[src/include/sram_cfg.svh]
`ifndef SRAM_CFG_SVH
`define SRAM_CFG_SVH

// host side byte address
`define SRAM_BYTE_ADDR_BITS 26

// word address on the sram pins
`define SRAM_WORD_ADDR_BITS 20

// extra cycles per sram access
`define SRAM_WAIT_BITS 4

// slow enough for common 10 ns parts at the default clock
`define SRAM_WAIT_RESET 2

`endif

[src/rtl/sram_pkg.sv]
`include "sram_cfg.svh"

package sram_pkg;

    // one sram data word
    typedef logic [15:0] half_t;

    // one host data word, two sram words
    typedef logic [31:0] word_t;

    // host byte address
    typedef logic [`SRAM_BYTE_ADDR_BITS-1:0] byte_addr_t;

    // sram word address, byte address without bit 0
    typedef logic [`SRAM_WORD_ADDR_BITS-1:0] word_addr_t;

    // extra cycles added to every access
    typedef logic [`SRAM_WAIT_BITS-1:0] wait_t;

endpackage

[src/rtl/sram_bus_if.sv]
`timescale 1ns/1ns

interface sram_bus_if;
    import sram_pkg::*;

    // request, driven by the adapter
    byte_addr_t address;
    logic       read;
    logic       write;
    half_t      writedata;

    // response, driven by the controller
    half_t      readdata;
    logic       readdatavalid;
    logic       waitrequest;

    modport host (
        output address,
        output read,
        output write,
        output writedata,
        input  readdata,
        input  readdatavalid,
        input  waitrequest
    );

    modport agent (
        input  address,
        input  read,
        input  write,
        input  writedata,
        output readdata,
        output readdatavalid,
        output waitrequest
    );

endinterface

[src/rtl/bus_adapter.sv]
`timescale 1ns/1ns

module bus_adapter (
    input  logic                 clock,
    input  logic                 reset,
    input  sram_pkg::byte_addr_t slave_address,
    input  logic                 slave_read,
    input  logic                 slave_write,
    input  sram_pkg::word_t      slave_writedata,
    output sram_pkg::word_t      slave_readdata,
    output logic                 slave_readdatavalid,
    output logic                 slave_waitrequest,
    sram_bus_if.host             mem
);
    import sram_pkg::*;

    typedef enum logic [2:0] {
        RD_IDLE, RD_ISSUE1, RD_ISSUE2, RD_CHECK1, RD_CHECK2
    } rd_state_t;

    typedef enum logic [2:0] {
        WR_IDLE, WR_ISSUE1, WR_ISSUE2, WR_CHECK1, WR_CHECK2
    } wr_state_t;

    typedef enum logic {RX_FIRST, RX_SECOND} rx_state_t;

    rd_state_t  rd_state;
    rd_state_t  rd_retry;
    wr_state_t  wr_state;
    wr_state_t  wr_retry;
    rx_state_t  rx_state;

    logic       rd_busy;
    logic       wr_busy;
    logic       rd_strobe;
    logic       wr_strobe;
    logic       rd_second;
    logic       wr_second;
    byte_addr_t rd_base;
    byte_addr_t wr_base;
    byte_addr_t rd_addr;
    byte_addr_t wr_addr;
    word_t      wr_word;
    half_t      rx_low;
    logic       host_rd_accept;
    logic       host_wr_accept;
    logic       rx_last;

    assign host_rd_accept = slave_read && !slave_waitrequest;
    assign host_wr_accept = slave_write && !slave_waitrequest;
    assign rx_last = mem.readdatavalid && (rx_state == RX_SECOND);

    assign slave_waitrequest = rd_busy | wr_busy;

    // second beat goes to base + 2, little-endian halves
    assign rd_addr = rd_second ? rd_base + byte_addr_t'(2) : rd_base;
    assign wr_addr = wr_second ? wr_base + byte_addr_t'(2) : wr_base;

    assign mem.read      = rd_strobe;
    assign mem.write     = wr_strobe;
    assign mem.address   = wr_strobe ? wr_addr : rd_addr;
    assign mem.writedata = wr_second ? wr_word[31:16] : wr_word[15:0];

    // command cache
    always_ff @(posedge clock) begin
        if (host_rd_accept)
            rd_base <= slave_address;
        if (host_wr_accept) begin
            wr_base <= slave_address;
            wr_word <= slave_writedata;
        end
    end

    // read sequencer, busy held until the assembled word leaves
    always_ff @(posedge clock or negedge reset) begin
        if (!reset) begin
            rd_state  <= RD_IDLE;
            rd_retry  <= RD_ISSUE1;
            rd_strobe <= 1'b0;
            rd_second <= 1'b0;
            rd_busy   <= 1'b0;
        end else begin
            rd_strobe <= 1'b0;
            if (rx_last)
                rd_busy <= 1'b0;
            case (rd_state)
                RD_IDLE: begin
                    if (host_rd_accept) begin
                        rd_busy   <= 1'b1;
                        rd_second <= 1'b0;
                        rd_retry  <= RD_ISSUE1;
                        if (!mem.waitrequest) begin
                            rd_strobe <= 1'b1;
                            rd_state  <= RD_CHECK1;
                        end else begin
                            rd_state <= RD_ISSUE1;
                        end
                    end
                end
                RD_ISSUE1: begin
                    if (!mem.waitrequest) begin
                        rd_strobe <= 1'b1;
                        rd_second <= 1'b0;
                        rd_retry  <= RD_ISSUE1;
                        rd_state  <= RD_CHECK1;
                    end
                end
                RD_ISSUE2: begin
                    if (!mem.waitrequest) begin
                        rd_strobe <= 1'b1;
                        rd_second <= 1'b1;
                        rd_retry  <= RD_ISSUE2;
                        rd_state  <= RD_CHECK2;
                    end
                end
                RD_CHECK1: begin
                    if (mem.waitrequest) begin
                        rd_state <= rd_retry;
                    end else begin
                        // first half taken, try the second right away
                        rd_strobe <= 1'b1;
                        rd_second <= 1'b1;
                        rd_retry  <= RD_ISSUE2;
                        rd_state  <= RD_CHECK2;
                    end
                end
                RD_CHECK2: begin
                    if (mem.waitrequest)
                        rd_state <= rd_retry;
                    else
                        rd_state <= RD_IDLE;
                end
                default: rd_state <= RD_IDLE;
            endcase
        end
    end

    // write sequencer
    always_ff @(posedge clock or negedge reset) begin
        if (!reset) begin
            wr_state  <= WR_IDLE;
            wr_retry  <= WR_ISSUE1;
            wr_strobe <= 1'b0;
            wr_second <= 1'b0;
            wr_busy   <= 1'b0;
        end else begin
            wr_strobe <= 1'b0;
            case (wr_state)
                WR_IDLE: begin
                    if (host_wr_accept) begin
                        wr_busy   <= 1'b1;
                        wr_second <= 1'b0;
                        wr_retry  <= WR_ISSUE1;
                        if (!mem.waitrequest) begin
                            wr_strobe <= 1'b1;
                            wr_state  <= WR_CHECK1;
                        end else begin
                            wr_state <= WR_ISSUE1;
                        end
                    end
                end
                WR_ISSUE1: begin
                    if (!mem.waitrequest) begin
                        wr_strobe <= 1'b1;
                        wr_second <= 1'b0;
                        wr_retry  <= WR_ISSUE1;
                        wr_state  <= WR_CHECK1;
                    end
                end
                WR_ISSUE2: begin
                    if (!mem.waitrequest) begin
                        wr_strobe <= 1'b1;
                        wr_second <= 1'b1;
                        wr_retry  <= WR_ISSUE2;
                        wr_state  <= WR_CHECK2;
                    end
                end
                WR_CHECK1: begin
                    if (mem.waitrequest) begin
                        wr_state <= wr_retry;
                    end else begin
                        wr_strobe <= 1'b1;
                        wr_second <= 1'b1;
                        wr_retry  <= WR_ISSUE2;
                        wr_state  <= WR_CHECK2;
                    end
                end
                WR_CHECK2: begin
                    if (mem.waitrequest) begin
                        wr_state <= wr_retry;
                    end else begin
                        wr_busy  <= 1'b0;
                        wr_state <= WR_IDLE;
                    end
                end
                default: wr_state <= WR_IDLE;
            endcase
        end
    end

    // receive stage, low half first
    always_ff @(posedge clock or negedge reset) begin
        if (!reset) begin
            rx_state            <= RX_FIRST;
            slave_readdatavalid <= 1'b0;
        end else begin
            slave_readdatavalid <= 1'b0;
            if (mem.readdatavalid) begin
                if (rx_state == RX_FIRST) begin
                    rx_state <= RX_SECOND;
                end else begin
                    rx_state            <= RX_FIRST;
                    slave_readdatavalid <= 1'b1;
                end
            end
        end
    end

    always_ff @(posedge clock) begin
        if (mem.readdatavalid) begin
            if (rx_state == RX_FIRST)
                rx_low <= mem.readdata;
            else
                slave_readdata <= {mem.readdata, rx_low};
        end
    end

    host_one_cmd: assert property (@(posedge clock) disable iff (!reset)
        !(slave_read && slave_write));

    mem_one_strobe: assert property (@(posedge clock) disable iff (!reset)
        !(mem.read && mem.write));

endmodule

[src/rtl/sram_controller.sv]
`timescale 1ns/1ns
`include "sram_cfg.svh"

module sram_controller (
    input  logic                 clock,
    input  logic                 reset,
    sram_bus_if.agent            bus,
    input  sram_pkg::wait_t      wait_states,
    output logic                 idle,
    output sram_pkg::word_addr_t sram_addr,
    output sram_pkg::half_t      sram_dq_out,
    input  sram_pkg::half_t      sram_dq_in,
    output logic                 sram_dq_oe,
    output logic                 sram_ce_n,
    output logic                 sram_we_n,
    output logic                 sram_oe_n,
    output logic                 sram_lb_n,
    output logic                 sram_ub_n
);
    import sram_pkg::*;

    typedef enum logic {S_IDLE, S_ACCESS} state_t;

    state_t state;
    wait_t  count;
    logic   op_read;
    logic   accept;
    logic   last_cycle;

    assign accept     = (bus.read || bus.write) && !bus.waitrequest;
    assign last_cycle = (state == S_ACCESS) && (count == '0);
    assign idle       = (state == S_IDLE);

    // full word accesses, both lanes follow chip select
    assign sram_lb_n = sram_ce_n;
    assign sram_ub_n = sram_ce_n;

    always_ff @(posedge clock or negedge reset) begin
        if (!reset) begin
            state             <= S_IDLE;
            count             <= '0;
            op_read           <= 1'b0;
            bus.waitrequest   <= 1'b0;
            bus.readdatavalid <= 1'b0;
            sram_ce_n         <= 1'b1;
            sram_we_n         <= 1'b1;
            sram_oe_n         <= 1'b1;
            sram_dq_oe        <= 1'b0;
        end else begin
            bus.readdatavalid <= 1'b0;
            case (state)
                S_IDLE: begin
                    if (accept) begin
                        // count fixed here so a new wait value waits for the next access
                        state           <= S_ACCESS;
                        count           <= wait_states;
                        op_read         <= bus.read;
                        bus.waitrequest <= 1'b1;
                        sram_ce_n       <= 1'b0;
                        sram_we_n       <= !bus.write;
                        sram_oe_n       <= !bus.read;
                        sram_dq_oe      <= bus.write;
                    end
                end
                S_ACCESS: begin
                    if (count == '0) begin
                        state             <= S_IDLE;
                        bus.waitrequest   <= 1'b0;
                        bus.readdatavalid <= op_read;
                        sram_ce_n         <= 1'b1;
                        sram_we_n         <= 1'b1;
                        sram_oe_n         <= 1'b1;
                        sram_dq_oe        <= 1'b0;
                    end else begin
                        count <= count - wait_t'(1);
                    end
                end
                default: state <= S_IDLE;
            endcase
        end
    end

    // address and data held for the whole access
    always_ff @(posedge clock) begin
        if (accept) begin
            sram_addr   <= bus.address[`SRAM_WORD_ADDR_BITS:1];
            sram_dq_out <= bus.writedata;
        end
        if (last_cycle && op_read)
            bus.readdata <= sram_dq_in;
    end

    no_accept_when_busy: assert property (@(posedge clock) disable iff (!reset)
        accept |-> idle);

endmodule

[src/rtl/sram_subsystem.sv]
`timescale 1ns/1ns

module sram_subsystem (
    input  logic                 clock,
    input  logic                 reset,
    input  sram_pkg::byte_addr_t slave_address,
    input  logic                 slave_read,
    input  logic                 slave_write,
    input  sram_pkg::word_t      slave_writedata,
    output sram_pkg::word_t      slave_readdata,
    output logic                 slave_readdatavalid,
    output logic                 slave_waitrequest,
    input  logic                 cfg_write,
    input  sram_pkg::wait_t      cfg_writedata,
    output sram_pkg::wait_t      cfg_readdata,
    output sram_pkg::word_addr_t sram_addr,
    output sram_pkg::half_t      sram_dq_out,
    input  sram_pkg::half_t      sram_dq_in,
    output logic                 sram_dq_oe,
    output logic                 sram_ce_n,
    output logic                 sram_we_n,
    output logic                 sram_oe_n,
    output logic                 sram_lb_n,
    output logic                 sram_ub_n
);
    import sram_pkg::*;

    wait_t wait_states;
    logic  idle;

    sram_bus_if mem_bus ();

    bus_adapter u_adapter (
        .clock               (clock),
        .reset               (reset),
        .slave_address       (slave_address),
        .slave_read          (slave_read),
        .slave_write         (slave_write),
        .slave_writedata     (slave_writedata),
        .slave_readdata      (slave_readdata),
        .slave_readdatavalid (slave_readdatavalid),
        .slave_waitrequest   (slave_waitrequest),
        .mem                 (mem_bus)
    );

    sram_controller u_controller (
        .clock       (clock),
        .reset       (reset),
        .bus         (mem_bus),
        .wait_states (wait_states),
        .idle        (idle),
        .sram_addr   (sram_addr),
        .sram_dq_out (sram_dq_out),
        .sram_dq_in  (sram_dq_in),
        .sram_dq_oe  (sram_dq_oe),
        .sram_ce_n   (sram_ce_n),
        .sram_we_n   (sram_we_n),
        .sram_oe_n   (sram_oe_n),
        .sram_lb_n   (sram_lb_n),
        .sram_ub_n   (sram_ub_n)
    );

    sram_timing_regs u_timing (
        .clock         (clock),
        .reset         (reset),
        .cfg_write     (cfg_write),
        .cfg_writedata (cfg_writedata),
        .cfg_readdata  (cfg_readdata),
        .idle          (idle),
        .wait_states   (wait_states)
    );

endmodule

[src/rtl/sram_timing_regs.sv]
`timescale 1ns/1ns
`include "sram_cfg.svh"

module sram_timing_regs (
    input  logic            clock,
    input  logic            reset,
    input  logic            cfg_write,
    input  sram_pkg::wait_t cfg_writedata,
    output sram_pkg::wait_t cfg_readdata,
    input  logic            idle,
    output sram_pkg::wait_t wait_states
);
    import sram_pkg::*;

    wait_t pending;
    logic  pending_valid;

    // readback shows the last value written, applied or not
    assign cfg_readdata = pending;

    always_ff @(posedge clock or negedge reset) begin
        if (!reset) begin
            pending       <= wait_t'(`SRAM_WAIT_RESET);
            pending_valid <= 1'b0;
            wait_states   <= wait_t'(`SRAM_WAIT_RESET);
        end else if (cfg_write) begin
            // a newer write replaces one not yet applied
            pending       <= cfg_writedata;
            pending_valid <= 1'b1;
        end else if (pending_valid && idle) begin
            wait_states   <= pending;
            pending_valid <= 1'b0;
        end
    end

    wait_change_when_idle: assert property (@(posedge clock) disable iff (!reset)
        (wait_states != $past(wait_states)) |-> $past(idle));

endmodule

[config.mk]
export PLATFORM = sky130hd
export DESIGN_NAME = sram_subsystem
export DESIGN_NICKNAME = d
export VERILOG_FILES = /design/src/rtl/sram_pkg.sv /design/src/rtl/sram_bus_if.sv /design/src/rtl/bus_adapter.sv /design/src/rtl/sram_controller.sv /design/src/rtl/sram_subsystem.sv /design/src/rtl/sram_timing_regs.sv
export VERILOG_INCLUDE_DIRS = /design/src /design/src/include
export SDC_FILE = /design/constraint.sdc
export NUM_CORES = 1
export LEC_CHECK = 0
export BUFFER_PORTS_ARGS = -buffer_cell sky130_fd_sc_hd__buf_2
export CAP_MARGIN = 0
export CORE_UTILIZATION = 59
export CTS_CLUSTER_DIAMETER = 150
export DETAILED_ROUTE_END_ITERATION = 10
export PLACE_DENSITY = 0.85
export RECOVER_POWER = 50
export SYNTH_ARGS = -nofsm -noshare
export SYNTH_HDL_FRONTEND = slang
export SYNTH_SLANG_ARGS = --single-unit
[constraint.sdc]
create_clock -name clock -period 7.19 [get_ports clock]
set_input_delay 1.438 -clock clock [delete_from_list [all_inputs] [get_ports clock]]
set_output_delay 1.438 -clock clock [all_outputs]
set_load 0.02 [all_outputs]
==> results.md, run 1 <==
- Status: finished, violations left
- Failing checks: max-capacitance violations, max-slew violations
- Crit Path Max Fanout: 4
- IO Port Bufs: 156
- Syn Area/Cell: 16.56 um^2
- Setup crit start kind: register
- Post-synthesis async set-or-reset flop share: 0.1770
- Worst VDD drop: 0.2136 mV
- Std-Cell Rows: 42
- Worst R2R Setup Slack: about 4.6 ns
- Most common cell after layout, fill and taps aside: edfxtp_1
- Area grow syn2layout: 20.33%
- Worst path slowest cell: dfrtp_1
- Leakage power: roughly 3.5 nW
- Max Slew Vio Count: 38
- Area contributors post-synth: edfxtp_1 (65%), dfrtp_1 (9.4%), xor2_1 (3.6%)
- Post-Place Setup Slack: roughly 4.1 ns
- Sequential cell area fraction in the yosys report: 0.7672
- Critical Path Max Stage Delay: ~0.45 ns
- Most used flip-flop cell after synthesis: edfxtp_1
- Setup Buffers After CTS: 0
- WHS: approximately 0.41 ns
- Clock Path Buffers: 3
- Yosys top cell by area: edfxtp_1
- Critical path depth: 3
- Clk root buf: clkbuf_16
- Placement Cell Area: approximately 9000 um^2
- Layout Nets: 735
- CTS clk-pin slew, worst paths: about 0.070 ns
- Starting density of the core: 0.6027
- CP endpoint kind: output port
- Fill cell count: just over 800
- Skew final: around 0.019 ns
- Die H: roughly 120 um
- Worst setup path end: slave_waitrequest
- Syn Inst Count: 480
- Post-synth EDFFs: roughly 170
- Crit path cell chain: nor2_1, inv_1, buf_2
- Reg area: ~6100 um^2
- Post-layout min period: approximately 2.8 ns
- Largest net degree at the start of global routing: 56
- Fmax: between 300 and 400 MHz
- CTS tree: built
- Final setup TNS: 0 ns
- Total die area: 13940 um^2
- Num CTS Buffers: 21
- Max cap viols: 1
- Drt initial violations: ~300
- Vias in the first global route: 4692
- Hold crit path type: reg -> reg
- RSZ-0062 raised after global routing: false
- Power density cells: roughly 360 nW/um^2
- Worst r2r src: u_adapter.wr_second$_DFFE_PN0P_
- Synth warn: 0
- Setup-failing EPs final: 0
- Reg-to-Reg End: u_controller.sram_addr[16]$_DFFE_PP_
- Residual DRC: 0
- Hold Buf Count CTS: 0
- Remaining global-route overflow: 0
- Crit Path Class: reg -> out
- Vias after detailed routing: 4594
- Post-route clock period utilization: 0.3891
- Placer Congestion: just under 0.8
- ANT nets after route: 0
- DIE WIDTH: between 100 and 150 um
- Final Cell Area: 9567 um^2
- Critical Path Start: u_adapter.wr_busy$_DFFE_PN0P_
- WP buf/inv: 2
- Wirelength per Cell: around 18 um
- Sink Count: 209
- Worst slew pin tran: roughly 2 ns
- Distinct cell type count after synthesis: 48
- Setup ws final: 4.392 ns
- Top-Level Pins: 163
- GR Util All Layers: 0.2178
- R2R cell count: 5
- Pre-Repair DR Iteration Count: 5
- #FFs+latches synth: 209
- Worst Path Required: ~5.8 ns
- Most frequent cells in the layout: edfxtp_1 (172), buf_2 (134), nand2_1 (33), xor2_1 (33), dfrtp_1 (30)
- Worst-skew pair later-pin latency: between 0.4 and 0.5 ns
- Worst Path Arrival: between 1 and 1.5 ns
- Syn Nets: between 500 and 600
- DP HPWL: 9632 um
- Via density: between 5 and 6
- Multi-input gate area: about 1700 um^2
- Count of final hold-check violations: 0
- Core area: approximately 13000 um^2
- First-pass GRT wire length: around 23000 um
- Worst slew margin: -0.3162
- Post-synth top area share: 0.6497
- Post-CTS resize count: 0
- Initial antenna violation count: 2
- WL final: about 15000 um
- Top delay family on crit path: flip-flops
- Cell Area, Synth: between 7000 and 8000 um^2
- H-tree depth: 1
- Layout cells sized above 1: 0.3171
==> sequential cells by signal (all words and copies together) (netlist names), 2 cells and up <==
name                       count
u_adapter.rd_base             20
u_adapter.wr_word             32
u_adapter.wr_state             3
u_adapter.slave_readdata      32
u_adapter.rd_state             3
u_adapter.rx_low              16
u_controller.sram_dq_out      16
u_controller.count             4
u_controller.bus.readdata     16
u_controller.sram_addr        20
u_adapter.wr_base             20
u_timing.wait_states           4
u_timing.cfg_readdata          4
u_adapter.rd_retry             2
==> Yosys cell counts (2+ instances only) <==
master and count:
a211oi_1 3, a21boi_0 2, a21o_1 2, a21oi_1 12
a22o_1 2, a31oi_1 2, and2_1 5, and3_1 4
buf_1 3, buf_2 2, buf_4 3, clkbuf_1 7
dfrtp_1 30, dfstp_2 7, edfxtp_1 172, ha_1 4
inv_1 12, mux2_2 25, mux2i_1 11, nand2_1 33
nand3_1 5, nand4_1 15, nand4_2 3, nor2_1 25
nor2b_1 2, nor3_1 4, nor4_1 2, nor4_4 2
o21ai_0 22, o21ai_1 2, xnor2_1 8, xor2_1 33
==> worst register-to-register path, cell delays in order (launching register included) <==
cell and delay (ns):
dfrtp_1 1.07, nand4_4 0.27, nor4_2 0.51, nand4_1 0.18
xor2_1 0.20, mux2i_1 0.11
==> cell families after synthesis <==
logic type      count (synthesis)  share of synthesized area
flops                         209                     0.7672
simple gates                  111                    0.07932
compound gates                 52                    0.03824
xor+xnor                       41                    0.04517
mux                            36                    0.04926
buf+inv                        27                    0.01448
fa+ha+maj                       4                   0.006295
==> report_power, final <==
part / leakage [nW] / switching (mW) / total [mW] / internal (mW)
combinational: 1.21 / 0.375 / 0.618 / 0.243
clock: 0.319 / 0.428 / 1.07 / 0.643
sequential: 2.00 / 0.159 / 1.71 / 1.55
==> layer usage <==
metal | global-route usage | part of all wire | vias up
li1 | - | - | 2126
met1 | 0.2547 | 0.38 | 2241
met2 | 0.3912 | 0.53 | 190
met3 | 0.04651 | 0.062 | 37
met4 | 0.08494 | 0.031 | 0
met5 | 0 | 0 | -
==> worst min path at each step <==
stage | start | end | slack (ns) | cells past startpoint
3_5_place_dp | u_adapter.rx_low[15]$_DFFE_PP_ | u_adapter.slave_readdata[15]$_DFFE_PP_ | 0.41 | 0
4_1_cts | u_adapter.rx_low[15]$_DFFE_PP_ | u_adapter.slave_readdata[15]$_DFFE_PP_ | 0.42 | 0
3_3_place_gp | u_adapter.rx_low[0]$_DFFE_PP_ | u_adapter.slave_readdata[0]$_DFFE_PP_ | 0.40 | 0
5_1_grt | u_adapter.rx_low[11]$_DFFE_PP_ | u_adapter.slave_readdata[11]$_DFFE_PP_ | 0.43 | 0
2_1_floorplan | u_adapter.mem.read$_DFF_PN0_ | u_controller.sram_oe_n$_DFFE_PN1P_ | 0.40 | 1
6_report | u_adapter.rx_low[11]$_DFFE_PP_ | u_adapter.slave_readdata[11]$_DFFE_PP_ | 0.41 | 0
==> final cells by class <==
class,instances,area share
multi-input combinational,244,0.1828
clock inverter,9,0.01373
sequential,209,0.6376
tap,176,0.02302
clock buffer,25,0.05650
antenna,2,0.0005231
timing repair buffer,160,0.08109
inverter,12,0.004708
==> through the flow <==
stage | instances | util | total power, mW
floorplan | 480 | - | 2.144
global placement | 801 | 0.6766 | 2.303
detailed placement | 801 | 0.6766 | 2.348
CTS | 835 | 0.7276 | 3.424
global route | 835 | 0.7249 | 3.547
finish | 837 | 0.7253 | 3.396
Note: power is estimated with default switching activity, not from simulation.
==> run 2: changes to the inputs <==
- ABC_AREA: default -> 1
- CORE_UTILIZATION: 59 -> 49
- PLACE_DENSITY: 0.85 -> 0.75
- clock period: 7.19 -> 2.55 ns (I/O delays scaled with it)
==> run 2 against run 1 <==
Worst setup slack worse by 3.9 ns. Sequential power is 130% higher. Hold slack worse by 0.22 ns. Combinational power is 23% lower. Flip-flop and latch count stayed put. Largest power group unchanged. Area after synthesis is 3.5% higher. Routed wire length is 7.0% higher. The run still ends with max-capacitance violations, max-slew violations left. Non-clock buffer count is 5 higher. Sequential share of layout area is 2.6 points lower. Critical path type is now reg -> reg. Final area is 4.2% higher. Via count is 16% higher.
==> results.md, run 2 <==
- Status: finished, violations left
- Failing checks: max-capacitance violations, max-slew violations
- Hold path cells: 1 (+1)
- Worst VDD drop: 0.4248 mV (+99%)
- Die H: 131.6 um (+11%)
- Worst slew pin tran: 2.015 ns (+0.04036 ns)
- Pre-Repair DR Iteration Count: 5 (unchanged)
- Placer Congestion: 0.8729 (+9.7%)
- H-tree depth: 1 (unchanged)
- Area grow syn2layout: 21.13%
- Leakage power: 3.979 nW (+13%)
- Syn Area/Cell: 12.43 um^2 (-25%)
- Worst path slowest cell: dfrtp_1
- Crit Path Class: reg -> reg
- Worst Path Required: 2.79 ns (-2.96 ns)
- CP endpoint kind: register
- Area contributors post-synth: edfxtp_1 (63%), dfrtp_1 (9.1%), nand2_1 (7.6%)
- Clk root buf: clkbuf_16
- Top flop regs: u_adapter.slave_readdata (32), u_adapter.wr_word (32)
- Dpl cells: 1032 (+29%)
- Post-layout min period: about 2.0 ns
- Post-synthesis async set-or-reset flop share: 0.1770 (unchanged)
- Worst-skew pair later-pin latency: 0.49 ns (about the same)
- RSZ-0062 raised after global routing: false
- Most used flip-flop cell after synthesis: edfxtp_1
- Via density: 4.981 (-9.2%)
- Fill cell count: 1338 (+64%)
- #FFs+latches synth: 209 (unchanged)
- Hold crit path type: in -> reg
- Final Util: 0.6055 (-0.1198)
- Starting density of the core: 0.4998 (-0.1029)
- Top-Level Pins: 163 (unchanged)
- Most common cell after layout, fill and taps aside: edfxtp_1
- Std-Cell Rows: 47 (+12%)
- Post-CTS resize count: 0 (unchanged)
- Synth warn: 0 (unchanged)
- Crit path cell chain: inv_1, nor2_2, nand2_1, nor2_2, nand4_1, nand3_1, nand2_1
- First-pass GRT wire length: 25010 um (+6.6%)
- Post-route clock period utilization: 0.7879
- Post-synth top area share: 0.6275 (-0.02212)
- Sequential cell area fraction in the yosys report: 0.7411 (-0.02613)
- DIE WIDTH: 131.6 um (+11%)
- Layout Nets: 924 (+26%)
- Num CTS Buffers: 23 (+9.5%)
- WP buf/inv: 1 (-1)
- Critical Path Max Stage Delay: 0.47 ns (+0.02 ns)
- Fmax: around 500 MHz
- Setup Buffers After CTS: 0 (unchanged)
- Layout Cells excl Fill: 1073 (+28%)
- Final setup TNS: 0 ns (unchanged)
- Setup-failing EPs final: 0 (unchanged)
- Cell with the most instances after synthesis: edfxtp_1
- Largest net degree at the start of global routing: 53 (-5.4%)
- GR Util All Layers: 0.1853 (-0.03255)
- Drt initial violations: 378 (+24%)
- Initial antenna violation count: 1 (-1)
- Syn Inst Count: 662 (+38%)
- Skew final: 0.009594 ns (-0.009550 ns)
- Top delay family on crit path: simple AND/OR/NAND/NOR gates
- Distinct cell type count after synthesis: 41 (-15%)
- Cell Area, Synth: 8230 um^2 (+3.5%)
- Residual DRC: 0 (unchanged)
- ANT nets after route: 0 (unchanged)
- DP HPWL: 10710 um (+11%)
- Max cap viols: 1 (unchanged)
- Sink Count: 209 (unchanged)
- CTS tree: built
- Total die area: 17320 um^2 (+24%)
- Vias in the first global route: 4941 (+5.3%)
- Setup crit start kind: register
- Max Slew Vio Count: 38 (unchanged)
- Clock Path Buffers: 3 (unchanged)
- Hold Buf Count CTS: 0 (unchanged)
- Power density cells: 746.2 nW/um^2 (+110%)
- Vias after detailed routing: 5345 (+16%)
- Worst Path Arrival: 2.25 ns (+0.89 ns)
- List of most frequent post-synthesis cells: edfxtp_1 (172), nand2_1 (166), nand3_1 (55)
- Syn Nets: 749 (+32%)
- Remaining global-route overflow: 0 (unchanged)
- Wirelength per Cell: 14.86 um (-17%)
- Count of final hold-check violations: 0 (unchanged)
- WL final: 15940 um (+7.0%)
- Layout cells sized above 1: 0.2406 (-0.07654)
- CTS clk-pin slew, worst paths: 0.06 ns (about the same)
- Crit Path Max Fanout: 20 (+16)
- Critical path depth: 7 (+4)
- Core area: 16470 um^2 (+25%)
- Worst slew margin: -0.3431 (-0.02691)
- Yosys top cell by area: edfxtp_1
- Most frequent cells in the layout: edfxtp_1 (172), nand2_1 (166), buf_2 (142), nand3_1 (55), inv_1 (54)
- Final Total Pwr: 7.439 mW (+120%)
- Post-synth EDFFs: 172 (unchanged)
- R2R cell count: 7 (+2)
- IO Port Bufs: 156 (unchanged)
## run 2: logic make-up after synthesis
group                    Yosys count  synth area share
AND/OR/NAND/NOR                  294            0.1555
flip-flops                       209            0.7411
AO/OA/AOI/OAI                     76           0.05351
buffers and inverters             71           0.03527
XOR/XNOR                           8          0.008514
adder cells (fa/ha/maj)            4          0.006081
## run 2: final timing paths
| kind | endpoint | slack, ns | startpoint |
|---|---|---|---|
| setup / recovery | u_controller.sram_addr[17]$_DFFE_PP_ | 0.54 | u_adapter.wr_second$_DFFE_PN0P_ |
| hold / removal | u_adapter.wr_word[13]$_DFFE_PP_ | 0.19 | slave_writedata[13] |
| setup reg to reg | u_controller.sram_addr[17]$_DFFE_PP_ | 0.54 | u_adapter.wr_second$_DFFE_PN0P_ |
| hold reg to reg | u_adapter.slave_readdata[4]$_DFFE_PP_ | 0.42 | u_adapter.rx_low[4]$_DFFE_PP_ |
| max in group asynchronous | u_adapter.wr_state[2]$_DFFE_PN0P_ | 0.80 | reset |
| min in group asynchronous | u_timing.cfg_readdata[3]$_DFFE_PN0P_ | 0.59 | reset |
## run 2: per-layer routing
| metal | global-route usage | wire length (um) | vias up |
|---|---|---|---|
| met5 | 0 | 0 | - |
| li1 | - | - | 2654 |
| met4 | 0.04780 | 216 | 0 |
| met2 | 0.3210 | 8044 | 175 |
| met3 | 0.03549 | 929 | 17 |
| met1 | 0.2390 | 6752 | 2499 |
## run 2: where the power goes
group | internal (mW) | switching [mW] | total (mW)
clock | 1.75 | 1.24 | 2.98
sequential | 3.87 | 0.108 | 3.98
combinational | 0.166 | 0.310 | 0.476
total | 5.78 | 1.66 | 7.44
## run 2: layout make-up
type	instances	area, um^2	share of cell area
Antenna cell	1	2.502	0.0002510
Clock buffer	25	583.1	0.05848
Clock inverter	15	105.1	0.01054
Inverter	56	210.2	0.02108
Multi-Input combinational cell	382	1848	0.1854
Sequential cell	209	6100	0.6118
Tap cell	220	275.3	0.02761
Timing Repair Buffer	165	845.8	0.08484
## run 2: per-stage QoR
stage,cell area (um^2),setup slack [ns],hold WS (ns)
2_1_floorplan,8230,0.1843,0.2144
6_report,9970,0.5408,0.1932
4_1_cts,9995,0.7666,0.1358
5_1_grt,9970,0.3205,0.1675
3_5_place_dp,9306,0.7734,0.4054
3_3_place_gp,9306,0.8099,0.4009
==> run 3: changes to the inputs <==
- ABC_AREA: 1 -> 0
- clock period: 2.55 -> 1.8 ns (I/O delays scaled with it)
==> run 3 against run 2 <==
The run now ends clean. Flip-flop and latch count did not move. Routed wire length fell by 10%. First-iteration DRC count fell by 44%. Clock skew rose by 0.0035 ns. Final area fell by 0.33%. Global-route usage fell by 1.3 points. Power rose by 85%. Sequential share of layout area rose by 0.20 points. Utilization rose by 2.0 points. Via count fell by 15%. Cell count fell by 15%.
==> results.md, run 3 (same netlist as run 1, synthesis figures left out) <==
- Largest net degree at the start of global routing: 38 (-28%)
- Dpl cells: 863 (-16%)
- Status: finished, final reports clean
- IO Port Bufs: 156 (unchanged)
- ANT nets after route: 0 (unchanged)
- Leakage power: 3.714 nW (-6.7%)
- Clock Path Buffers: 3 (unchanged)
- Worst Path Arrival: 1.37 ns (-0.88 ns)
- Fill cell count: 1250 (-6.6%)
- Skew final: 0.01309 ns (+0.003494 ns)
- Vias after detailed routing: 4564 (-15%)
- Residual DRC: 0 (unchanged)
- CTS tree: built
- DIE WIDTH: 129.4 um (-1.7%)
- RSZ-0062 raised after global routing: true
- Multi-input gate area: 1787 um^2 (-3.3%)
- Layout cells sized above 1: 0.3602 (+0.1196)
- Layout Nets: 764 (-17%)
- Total die area: 16740 um^2 (-3.4%)
- Sink Count: 209 (unchanged)
- Layout Cells excl Fill: 910 (-15%)
- Std-Cell Rows: 46 (-2.1%)
- Core area: 15890 um^2 (-3.5%)
- Setup-failing EPs final: 0 (unchanged)
- Crit Path Max Fanout: 4 (-80%)
- Worst slew margin: 0.3988 (+0.7419)
- DP HPWL: 10010 um (-6.6%)
- Wirelength per Cell: 15.74 um (+5.9%)
- Worst Path Required: 1.44 ns (-1.35 ns)
- Max cap viols: 0 (-1)
- Top flop regs: u_adapter.slave_readdata (32), u_adapter.wr_word (32)
- Most common cell after layout, fill and taps aside: edfxtp_1
- Worst-skew pair later-pin latency: 0.50 ns (about the same)
- Worst slew pin tran: 0.9018 ns (-1.113 ns)
- Most frequent cells in the layout: edfxtp_1 (172), buf_2 (142), nand2_1 (33), xor2_1 (33), dfrtp_1 (30)
- CTS clk-pin slew, worst paths: 0.06 ns (about the same)
- Count of final hold-check violations: 0 (unchanged)
- Setup crit start kind: register
- Power density cells: 1384 nW/um^2 (+85%)
- Antenna diodes: 0 (-1)
- Max Slew Vio Count: 0 (-100%)
- First-pass GRT wire length: 22270 um (-11%)
- CP endpoint kind: output port
- Remaining global-route overflow: 0 (unchanged)
- Top-Level Pins: 163 (unchanged)
- Pre-Repair DR Iteration Count: 5 (unchanged)
- Area grow syn2layout: 24.99%
- Hold crit path type: in -> reg
- H-tree depth: 1 (unchanged)
- Clk root buf: clkbuf_16
- Fmax: 579.7 MHz
- Drt initial violations: 211 (-44%)
- Placer Congestion: 0.8216 (-5.9%)
- WHS: 0.03440 ns (-0.1588 ns)
- Vias in the first global route: 4553 (-7.9%)
- Post-layout min period: between 1.5 and 2 ns
- Initial antenna violation count: 1 (unchanged)
- Starting density of the core: 0.5005 (+0.0006246)
- Worst VDD drop: 0.9869 mV (+130%)
- Reg area: 6100 um^2 (unchanged)
- GR Util All Layers: 0.1724 (-0.01287)
- Via density: 5.015 (+0.68%)
- Post-route clock period utilization: 0.9584
- Die H: 129.4 um (-1.7%)
- WL final: 14320 um (-10%)
- Num CTS Buffers: 23 (unchanged)
- Crit Path Class: reg -> out
-- run 3: cell count changes in the layout (fill, tap and decap cells not counted), sizes merged, moves of 6 or more --
cell    before  now
mux2i        0   11
inv         56   14
clkinv      13    7
xnor2        1    8
xor2         7   33
buf        148  167
nand3       57    5
mux2         0   25
nand4       10   19
o21ai       38   24
nor2        54   25
nand2      167   33
-- run 3: cell type report --
type                            count  share of cell area
Inverter                           12            0.004533
Clock buffer                       28             0.05981
Timing Repair Buffer              187              0.1040
Sequential cell                   209              0.6138
Clock inverter                     14             0.01083
Tap cell                          216             0.02720
Multi-Input combinational cell    244              0.1798
-- run 3: timing repair --
item | CTS | global route
endpoints found under the setup margin | 0 | 25
hold buffers | 1 | 0
gates resized for setup | 0 | 6
hold endpoints to repair | 30 | 0
setup buffers | 0 | 4
-- run 3: final timing paths --
| path | startpoint | to | slack, ns | depth (start not counted) |
|---|---|---|---|---|
| worst max-delay path | u_adapter.wr_busy$_DFFE_PN0P_ | slave_waitrequest | 0.07 | 3 |
| worst min-delay path | sram_dq_in[4] | u_controller.bus.readdata[4]$_DFFE_PP_ | 0.03 | 1 |
| worst max register to register | u_adapter.wr_base[8]$_DFFE_PP_ | u_controller.sram_addr[13]$_DFFE_PP_ | 0.07 | 5 |
| min in group asynchronous | reset | u_timing.wait_states[0]$_DFFE_PN0P_ | 0.60 | 3 |
| max in group asynchronous | reset | u_adapter.rd_state[1]$_DFFE_PN0P_ | 0.64 | 3 |
| worst min register to register | u_adapter.rx_low[0]$_DFFE_PP_ | u_adapter.slave_readdata[0]$_DFFE_PP_ | 0.42 | 0 |
-- run 3: through the flow --
stage | total power [mW] | instance area (um^2) | utilization | TNS (ns) | worst slack, ns
2_1_floorplan | 8.588 | 7969 | - | -28.26 | -0.7515
3_3_place_gp | 9.429 | 9195 | 0.5788 | 0 | 0.07302
3_5_place_dp | 9.593 | 9195 | 0.5788 | 0 | 0.01931
4_1_cts | 13.91 | 9907 | 0.6237 | 0 | 0.005916
5_1_grt | 14.43 | 9937 | 0.6256 | -0.002832 | -0.002754
6_report | 13.75 | 9937 | 0.6256 | 0 | 0.07494
-- run 3: layer usage --
layer | wire (um) | track usage
met2 | 7343 | 0.2976
met5 | 13 | 0
met4 | 317 | 0.05744
met1 | 5766 | 0.2126
met3 | 878 | 0.04294
-- run 3: worst max-delay path, cell delays in order (launching register included) --
cell,delay (ns)
dfrtp_1,0.45
nor2_2,0.19
inv_1,0.07
buf_2,0.16
-- run 3: power by group --
part           leakage (nW)  internal (mW)  switching [mW]
sequential             2.00           6.18           0.448
combinational          1.38           1.12            1.73
clock                 0.331           2.51            1.77
